`src/hw/video_crop_pkg.sv`:
```
// shared types for the crop block; all coordinates are 12 bit and wrap, hs and vs active low
`default_nettype none

package video_crop_pkg;

	typedef logic [11:0] coord_t; // raster coordinate or size

	typedef struct packed {
		logic hs;     // active low
		logic vs;     // active low
		logic hblank; // active high
		logic vblank; // active high
	} video_sync_t;

	typedef struct packed {
		coord_t hcnt;
		coord_t vcnt;
	} raster_pos_t;

	typedef struct packed {
		coord_t hsta; // hblank rise, current line
		coord_t hend; // hblank fall
		coord_t hmax; // hs fall
		coord_t vsta; // vblank rise, current frame
		coord_t vend; // vblank fall
		coord_t vmax; // vs fall
	} raster_geom_t;

	typedef struct packed {
		coord_t hbl_l; // pixels
		coord_t hbl_r;
		coord_t vbl_t; // lines
		coord_t vbl_b;
	} crop_margins_t;

	typedef struct packed {
		logic       level; // toggles per event
		logic [1:0] kind;
		logic [7:0] code;
	} kbd_event_t;

	typedef struct packed {
		crop_margins_t margins;
		coord_t        hsize;
		coord_t        vsize;
		logic [1:0]    res;
		logic [6:0]    flg; // change counter, wraps at 128
	} screen_info_t;

	localparam logic [1:0] KIND_KEY = 2'd3;

	localparam logic [7:0] KEY_RESET   = 8'h41; // backspace
	localparam logic [7:0] KEY_UP      = 8'h4c;
	localparam logic [7:0] KEY_DOWN    = 8'h4d;
	localparam logic [7:0] KEY_LEFT    = 8'h4f;
	localparam logic [7:0] KEY_RIGHT   = 8'h4e;
	localparam logic [7:0] KEY_ALT_DN0 = 8'h64; // left and right alt press
	localparam logic [7:0] KEY_ALT_DN1 = 8'h65;
	localparam logic [7:0] KEY_ALT_UP0 = 8'he4; // release codes
	localparam logic [7:0] KEY_ALT_UP1 = 8'he5;

	localparam coord_t H_STEP = 12'd4;
	localparam coord_t V_STEP = 12'd1;

	// compare ahead of the registered enables
	localparam coord_t H_PIPE = 12'd2;
	localparam coord_t V_PIPE = 12'd1;

	localparam coord_t H_FORCE     = 12'd8;
	localparam coord_t V_FORCE_TOP = 12'd1;
	localparam coord_t V_FORCE_BOT = 12'd3;

endpackage

`default_nettype wire
```
`src/hw/video_crop_top.sv`:
```
// single clock block on clk_sys, chipset sync must already be synchronous to it
`timescale 1ns/10ps
`default_nettype none

module video_crop_top import video_crop_pkg::*; (
	input  logic          clk_sys,
	input  logic          reset,
	input  video_sync_t   sync,
	input  logic [1:0]    res,
	input  kbd_event_t    kbd,
	input  logic          preset_load,
	input  crop_margins_t preset,
	output logic          hde,
	output logic          vde,
	output screen_info_t  info
);

	raster_pos_t   pos;
	raster_geom_t  geom;
	coord_t        hsize;
	coord_t        vsize;
	logic          vblank_end; // start of picture pulse
	crop_margins_t margins;

	raster_timing raster_timing_inst (
		.clk_sys    (clk_sys),
		.reset      (reset),
		.sync       (sync),
		.pos        (pos),
		.geom       (geom),
		.hsize      (hsize),
		.vsize      (vsize),
		.vblank_end (vblank_end)
	);

	blank_gen blank_gen_inst (
		.clk_sys (clk_sys),
		.reset   (reset),
		.hs      (sync.hs),
		.pos     (pos),
		.geom    (geom),
		.margins (margins),
		.hde     (hde),
		.vde     (vde)
	);

	crop_keys crop_keys_inst (
		.clk_sys     (clk_sys),
		.reset       (reset),
		.kbd         (kbd),
		.preset_load (preset_load),
		.preset      (preset),
		.margins     (margins)
	);

	screen_info screen_info_inst (
		.clk_sys    (clk_sys),
		.reset      (reset),
		.vblank_end (vblank_end),
		.margins    (margins),
		.hsize      (hsize),
		.vsize      (vsize),
		.res        (res),
		.info       (info)
	);

endmodule

`default_nettype wire

```
`src/hw/screen_info.sv`:
```
// record is taken once per picture start, so a host sees values one frame old at most
`timescale 1ns/10ps
`default_nettype none

module screen_info import video_crop_pkg::*; (
	input  logic          clk_sys,
	input  logic          reset,
	input  logic          vblank_end,
	input  crop_margins_t margins,
	input  coord_t        hsize,
	input  coord_t        vsize,
	input  logic [1:0]    res,
	output screen_info_t  info
);

	logic changed;

	// compared against the last snapshot, not the live values
	assign changed = (info.res != res) || (info.hsize != hsize) || (info.vsize != vsize);

	always_ff @(posedge clk_sys or posedge reset) begin
		if (reset) begin
			info <= '0;
		end else if (vblank_end) begin
			info.margins <= margins;
			info.hsize   <= hsize;
			info.vsize   <= vsize;
			info.res     <= res;
			if (changed)
				info.flg <= info.flg + 7'd1; // wraps at 128
		end
	end

endmodule

`default_nettype wire

```
`src/hw/crop_keys.sv`:
```
// steps wrap modulo 4096 and a held alt survives until its release code is seen
`timescale 1ns/10ps
`default_nettype none

module crop_keys import video_crop_pkg::*; (
	input  logic          clk_sys,
	input  logic          reset,
	input  kbd_event_t    kbd,
	input  logic          preset_load,
	input  crop_margins_t preset,
	output crop_margins_t margins
);

	logic level_d;
	logic alt;     // alt key held
	logic new_key;

	assign new_key = (level_d ^ kbd.level) && (kbd.kind == KIND_KEY);

	always_ff @(posedge clk_sys or posedge reset) begin
		if (reset) begin
			level_d <= 1'b0;
			alt     <= 1'b0;
			margins <= '0;
		end else begin
			level_d <= kbd.level;

			if (new_key) begin
				case (kbd.code)
					KEY_RESET: margins <= '0;
					KEY_UP: begin
						if (alt)
							margins.vbl_b <= margins.vbl_b + V_STEP;
						else
							margins.vbl_t <= margins.vbl_t + V_STEP;
					end
					KEY_DOWN: begin
						if (alt)
							margins.vbl_b <= margins.vbl_b - V_STEP;
						else
							margins.vbl_t <= margins.vbl_t - V_STEP;
					end
					KEY_LEFT: begin
						if (alt)
							margins.hbl_r <= margins.hbl_r + H_STEP;
						else
							margins.hbl_l <= margins.hbl_l + H_STEP;
					end
					KEY_RIGHT: begin
						if (alt)
							margins.hbl_r <= margins.hbl_r - H_STEP;
						else
							margins.hbl_l <= margins.hbl_l - H_STEP;
					end
					KEY_ALT_DN0, KEY_ALT_DN1: alt <= 1'b1;
					KEY_ALT_UP0, KEY_ALT_UP1: alt <= 1'b0;
					default: ; // other keys ignored
				endcase
			end

			if (preset_load)
				margins <= preset; // host preset overrides a same cycle key
		end
	end

endmodule

`default_nettype wire

```
`src/hw/blank_gen.sv`:
```
// margins are not range checked, a margin past the blank edge wraps and may hide the window
`timescale 1ns/10ps
`default_nettype none

module blank_gen import video_crop_pkg::*; (
	input  logic          clk_sys,
	input  logic          reset,
	input  logic          hs,
	input  raster_pos_t   pos,
	input  raster_geom_t  geom,
	input  crop_margins_t margins,
	output logic          hde,
	output logic          vde
);

	logic shbl;     // crop blank, horizontal
	logic fhbl;     // forced border, horizontal
	logic svbl;
	logic fvbl;
	logic svbl_nxt;
	logic fvbl_nxt;
	logic hbl;
	logic hbl_d;
	logic hbl_edge; // line start of the cropped video

	assign hbl      = shbl | fhbl | ~hs;
	assign hbl_edge = hbl_d & ~hbl;

	// vertical flags move only when a cropped line opens
	always_comb begin
		svbl_nxt = svbl;
		fvbl_nxt = fvbl;
		if (hbl_edge) begin
			if (pos.vcnt == geom.vend + margins.vbl_t - V_PIPE)
				svbl_nxt = 1'b0;
			if (pos.vcnt == geom.vsta + margins.vbl_b - V_PIPE)
				svbl_nxt = 1'b1;
			if (pos.vcnt == V_FORCE_TOP)
				fvbl_nxt = 1'b0;
			if (pos.vcnt == geom.vmax - V_FORCE_BOT)
				fvbl_nxt = 1'b1;
		end
	end

	always_ff @(posedge clk_sys or posedge reset) begin
		if (reset) begin
			shbl  <= 1'b0;
			fhbl  <= 1'b0;
			svbl  <= 1'b0;
			fvbl  <= 1'b0;
			hbl_d <= 1'b0;
			hde   <= 1'b0;
			vde   <= 1'b0;
		end else begin
			if (pos.hcnt == geom.hend + margins.hbl_l - H_PIPE)
				shbl <= 1'b0;
			if (pos.hcnt == geom.hsta + margins.hbl_r - H_PIPE)
				shbl <= 1'b1;

			if (pos.hcnt == H_FORCE)
				fhbl <= 1'b0; // border just inside sync
			if (pos.hcnt == geom.hmax - H_FORCE)
				fhbl <= 1'b1;

			svbl  <= svbl_nxt;
			fvbl  <= fvbl_nxt;
			hbl_d <= hbl;
			hde   <= ~hbl;
			vde   <= ~(svbl_nxt | fvbl_nxt); // tracks the flags, low in reset
		end
	end

endmodule

`default_nettype wire

```
`src/hw/raster_timing.sv`:
```
// geometry is learned from the previous edges, so values settle only after one full frame
`timescale 1ns/10ps
`default_nettype none

module raster_timing import video_crop_pkg::*; (
	input  logic         clk_sys,
	input  logic         reset,
	input  video_sync_t  sync,
	output raster_pos_t  pos,
	output raster_geom_t geom,
	output coord_t       hsize,
	output coord_t       vsize,
	output logic         vblank_end
);

	logic vblank;       // vblank or vs active
	logic hs_d;
	logic vs_d;
	logic hblank_d;
	logic vblank_d;
	logic hblank_rise;
	logic hblank_fall;
	logic vblank_rise;
	logic vblank_fall;
	logic hs_fall;
	logic vs_fall;

	assign vblank = sync.vblank | ~sync.vs;

	assign hblank_rise = ~hblank_d & sync.hblank;
	assign hblank_fall = hblank_d & ~sync.hblank;
	assign vblank_rise = ~vblank_d & vblank;
	assign vblank_fall = vblank_d & ~vblank;
	assign hs_fall     = hs_d & ~sync.hs;
	assign vs_fall     = vs_d & ~sync.vs;

	assign vblank_end = vblank_fall; // start of picture

	always_ff @(posedge clk_sys or posedge reset) begin
		if (reset) begin
			hs_d     <= 1'b1;
			vs_d     <= 1'b1;
			hblank_d <= 1'b0;
			vblank_d <= 1'b0;
		end else begin
			hs_d     <= sync.hs;
			vs_d     <= sync.vs;
			hblank_d <= sync.hblank;
			vblank_d <= vblank;
		end
	end

	// pixel and line counters
	always_ff @(posedge clk_sys or posedge reset) begin
		if (reset) begin
			pos <= '0;
		end else begin
			pos.hcnt <= pos.hcnt + 12'd1;
			if (~sync.hs)
				pos.hcnt <= '0; // held through sync

			if (hs_fall)
				pos.vcnt <= pos.vcnt + 12'd1;
			if (~sync.vs)
				pos.vcnt <= '0;
		end
	end

	// edge captures
	always_ff @(posedge clk_sys) begin
		if (hblank_fall)
			geom.hend <= pos.hcnt;
		if (hblank_rise)
			geom.hsta <= pos.hcnt;
		if (hs_fall)
			geom.hmax <= pos.hcnt;

		if (vblank_fall)
			geom.vend <= pos.vcnt;
		if (vblank_rise)
			geom.vsta <= pos.vcnt;
		if (vs_fall)
			geom.vmax <= pos.vcnt;
	end

	// visible width on the first line after the last vblank start, height at vblank start
	always_ff @(posedge clk_sys) begin
		if (hblank_rise && pos.vcnt == geom.vsta + 12'd1)
			hsize <= pos.hcnt - geom.hend;
		if (vblank_rise)
			vsize <= pos.vcnt - geom.vend; // single field count
	end

endmodule

`default_nettype wire

```
`config.mk`:
```
export PLATFORM = sky130hd
export DESIGN_NAME = video_crop_top
export DESIGN_NICKNAME = d
export VERILOG_FILES = /design/src/hw/video_crop_pkg.sv /design/src/hw/video_crop_top.sv /design/src/hw/screen_info.sv /design/src/hw/crop_keys.sv /design/src/hw/blank_gen.sv /design/src/hw/raster_timing.sv
export SDC_FILE = /design/constraint.sdc
export NUM_CORES = 1
export LEC_CHECK = 0
export ABC_AREA = 1
export CORE_AREA = 2 2 171 173
export CTS_BUF_LIST = sky130_fd_sc_hd__clkbuf_2 sky130_fd_sc_hd__clkbuf_4 sky130_fd_sc_hd__clkbuf_8
export CTS_CLUSTER_DIAMETER = 50
export DETAILED_ROUTE_END_ITERATION = 10
export DIE_AREA = 0 0 173 175
export DONT_BUFFER_PORTS = 1
export GPL_TIMING_DRIVEN = 0
export PLACE_DENSITY_LB_ADDON = 0.08
export RECOVER_POWER = 25
export SYNTH_ARGS = -nofsm -noshare
export SYNTH_HDL_FRONTEND = slang
export SYNTH_SLANG_ARGS = --single-unit
```
`constraint.sdc`:
```
create_clock -name clk_sys -period 9.2 [get_ports clk_sys]
set_input_delay 0 -clock clk_sys [delete_from_list [all_inputs] [get_ports clk_sys]]
set_output_delay 0 -clock clk_sys [all_outputs]
set_load 0.05 [all_outputs]
```
==> results.json <==
{
  "status": "finished, violations left",
  "violations": "capacitance limit, slew limit",
  "reg2regPathDepth": 9,
  "synth.top_cell.area_share": 0.226,
  "clock_skew_ps": 36.0,
  "gp_congestion": 0.910,
  "cts_tree": "yes",
  "grt_usage": 0.334,
  "setup.worst_path.start": "raster_timing_inst.hblank_d$_DFF_PP0_",
  "synth.largest_area_cell": "dfrtp_1",
  "clock.fmax_mhz": 270,
  "swShare": 0.371,
  "crit_path_max_incr_delay_ps": 990,
  "maxSlewViolCount": 57,
  "totalNegativeSetupSlack_ps": 0,
  "dpl.hpwl_mm": 37.6,
  "overflow": 0,
  "placed_cells": 2710,
  "synthTopCellsByArea": "dfrtp_1, edfxtp_1, nand2_1",
  "clkPwrFrac": 0.332,
  "synth-seq-cells": 262,
  "grtUsageMet1": 0.450,
  "cp_slowest_cell": "nor2_1",
  "drc": 0,
  "clkTransAtPathRegs_ps": 60,
  "synth_cell_types": 58,
  "drive_above_1_share": 0.0652,
  "setup_viol": 0,
  "grt_use_met3": 0.0794,
  "io_buffers": 0,
  "cp-end-kind": "flip-flop",
  "cp.arrival_ps": 3890,
  "hold_viol": 0,
  "detail_route.wl_per_cell_um": 17.5,
  "critPathMaxFanout": 13,
  "postRouteAntennaNets": 0,
  "fin_nets": 2670,
  "crit_cells": 9,
  "ys_warn_count": 0,
  "synth_edf_count": 96,
  "min_period_over_period": 0.402,
  "syn_area_sq_um": 18200,
  "worst_pin_slew_ps": 3290,
  "fin_cells": 2869,
  "rows": 62,
  "numClockSinks": 262,
  "hold_depth": 7,
  "rsz0062_at_grt": "no",
  "cts_buffers": 49,
  "final_util": 0.723,
  "start_util": 0.641,
  "io-pin-count": 151,
  "grt_pass1_wl_mm": 80.6,
  "post_cts.repair.setup_buffers": 0,
  "min_path_type": "input pin to flip-flop",
  "fill_cells": 2222,
  "firstDrtPassIters": 7,
  "synth_ff_type": "dfrtp_1",
  "vias_per_cell": 5.56,
  "cp_num_buf_inv": 0,
  "fin_crit_ps": 3700,
  "cp_common_cell": "nor2_1",
  "met2_usage": 0.542,
  "grt_max_degree": 109,
  "cellPowerDensity_nw_per_um2": 189,
  "seq_area_frac_synth": 0.387,
  "top_usage_layer": "met2",
  "fp.dieW_um": 173,
  "drt_iter0_drc": 1269,
  "relSlewSlack": -1.19,
  "peakVddDrop_mv": 0.196,
  "synthArstFlopShare": 0.634,
  "clock_latency_ps": 590,
  "clockRootBuffer": "clkbuf_8",
  "clk_path_buf_depth": 3,
  "routed_wl_mm": 50.1,
  "syn_avg_cell_area_sq_um": 7.84,
  "vias": 15965,
  "worstPathCellList": "nor2_2 -> o21ai_0 -> nor3b_1 -> nand4_1 -> nor2_1 -> nand3_1 -> nor2_1 -> nand2_1 -> nor2_1",
  "cts-htree-levels": 2,
  "critical_path.top_delay_family": "simple AND/OR/NAND/NOR gates",
  "synth_nets": 2549,
  "syn_to_final_growth_pct": 12.9,
  "hp-start": "kbd[3]",
  "max_cap_violations": 1,
  "postSynthCellCount": 2321,
  "crit_path_start_kind": "flip-flop",
  "grt_pass1_vias": 15575,
  "dieArea_sq_um": 30300,
  "antenna_found_initial": 2,
  "p_switching_uw": 1440,
  "p_int_uw": 2440,
  "p_seq_frac": 0.430,
  "r2r-start": "raster_timing_inst.hblank_d$_DFF_PP0_",
  "die_height_um": 175,
  "critPathRequiredTime_ps": 9390,
  "core-area_sq_um": 28400,
  "power_frac_comb": 0.237,
  "power_leakage_uw": 0.0102,
  "worstSetupPathType": "flip-flop to flip-flop"
}
## area by class of cell
class                           instances  area (sq um)  share of cell area
Multi-Input combinational cell       1623          9470               0.461
Clock inverter                         21           249              0.0121
Buffer                                 52           250              0.0122
Antenna cell                            2          5.00            0.000244
Sequential cell                       262          7040               0.343
Tap cell                              384           480              0.0234
Timing Repair Buffer                   70           709              0.0346
Inverter                              384          1450              0.0704
Clock buffer                           71           883              0.0430
## synthesized netlist by cell type (4+ instances only)
| library cell | count |
|---|---|
| nand2_1 | 594 |
| inv_1 | 377 |
| dfrtp_1 | 164 |
| nor2_1 | 154 |
| o21ai_0 | 151 |
| ha_1 | 150 |
| nand3_1 | 130 |
| a21oi_1 | 103 |
| edfxtp_1 | 96 |
| xor2_1 | 85 |
| xnor2_1 | 60 |
| nand4_1 | 32 |
| clkbuf_1 | 29 |
| nor3_1 | 23 |
| buf_2 | 15 |
| or2_2 | 15 |
| nand3b_1 | 11 |
| fa_1 | 10 |
| o21a_1 | 10 |
| a31oi_1 | 9 |
| o21ai_1 | 9 |
| o21bai_1 | 8 |
| a21o_1 | 7 |
| a21boi_1 | 5 |
| a22oi_1 | 5 |
| inv_2 | 5 |
| o211ai_1 | 5 |
| buf_4 | 4 |
| nor4_1 | 4 |
## registers in the layout, summed over array words and instances (netlist names), 12 cells and up
| register | count |
|---|---|
| crop_keys_inst.margins | 48 |
| raster_timing_inst.geom | 72 |
| raster_timing_inst.hsize | 12 |
| raster_timing_inst.pos | 24 |
| raster_timing_inst.vsize | 12 |
| screen_info_inst.info | 81 |
## timing repair
action,4_1_cts,5_1_grt
endpoints found under the hold margin,283,0
hold buffers,65,0
endpoints found under the setup margin,0,0
resized for setup,0,0
## path summary, 6_finish.rpt
check / to / slack [ps]
min in group asynchronous: raster_timing_inst.hs_d$_DFF_PP1_ / 250
hold reg to reg: blank_gen_inst.shbl$_DFFE_PP0P_ / 480
max in group asynchronous: raster_timing_inst.pos[23]$_DFF_PP0_ / 5790
hold / removal: crop_keys_inst.margins[16]$_DFFE_PP0P_ / 30
setup / recovery: raster_timing_inst.hsize[4]$_DFFE_PP_ / 5500
setup reg to reg: raster_timing_inst.hsize[4]$_DFFE_PP_ / 5500
## power groups by stage
| stage | combinational [uW] | sequential (uW) | clock (uW) |
|---|---|---|---|
| 2_1_floorplan | 685 | 1650 | 0 |
| 3_3_place_gp | 847 | 1680 | 0 |
| 3_5_place_dp | 875 | 1690 | 0 |
| 4_1_cts | 912 | 1660 | 1300 |
| 5_1_grt | 1050 | 1680 | 1360 |
| 6_report | 920 | 1670 | 1290 |
## cells in the final DEF, fill, tap and decap left out, types with 32 or more instances in the layout
cell type	count
nand2_1	594
inv_1	376
dfrtp_1	164
nor2_1	153
o21ai_0	151
ha_1	150
nand3_1	130
a21oi_1	102
edfxtp_1	96
xor2_1	85
dlygate4sd3_1	64
xnor2_1	60
clkbuf_8	56
nand4_1	32
## worst min-delay path: stages
cell and delay, ps:
nor3_1 30, nand2_1 70, nand3_1 90, nand2_2 140, a21oi_4 90, nand2_1 70
o21ai_1 50
## cells by family (layout without fill, tap and decap cells)
| group | Yosys count | count (layout) | synth area share |
|---|---|---|---|
| adders and majority gates | 160 | 160 | 0.114 |
| DFF | 262 | 262 | 0.387 |
| xor gates and xnor gates | 148 | 148 | 0.0735 |
| other | 0 | 2 | 0 |
| and+or+nand+nor | 984 | 984 | 0.230 |
| buffers and inverters | 436 | 598 | 0.0932 |
| AOI/OAI and AO/OA | 331 | 331 | 0.102 |
## per-stage QoR
step | hold slack, ps | power (uW) | instance area, sq um | setup slack (ps)
6_report | 28.5 | 3880 | 20500 | 5500
5_1_grt | 60.3 | 4080 | 20500 | 5200
4_1_cts | 2.77 | 3880 | 20600 | 5600
3_5_place_dp | -88.6 | 2560 | 18800 | 5530
3_3_place_gp | 4.72 | 2530 | 18700 | 2690
2_1_floorplan | 4.48 | 2330 | 18200 | 4710
## metal layers
layer  wire length (um)  part of all wire
met1              21900              0.44
met2              22800              0.45
met3               4120             0.082
met4               1330             0.027
met5                  0                 0
No activity file was read; power rests on OpenSTA's default activity.
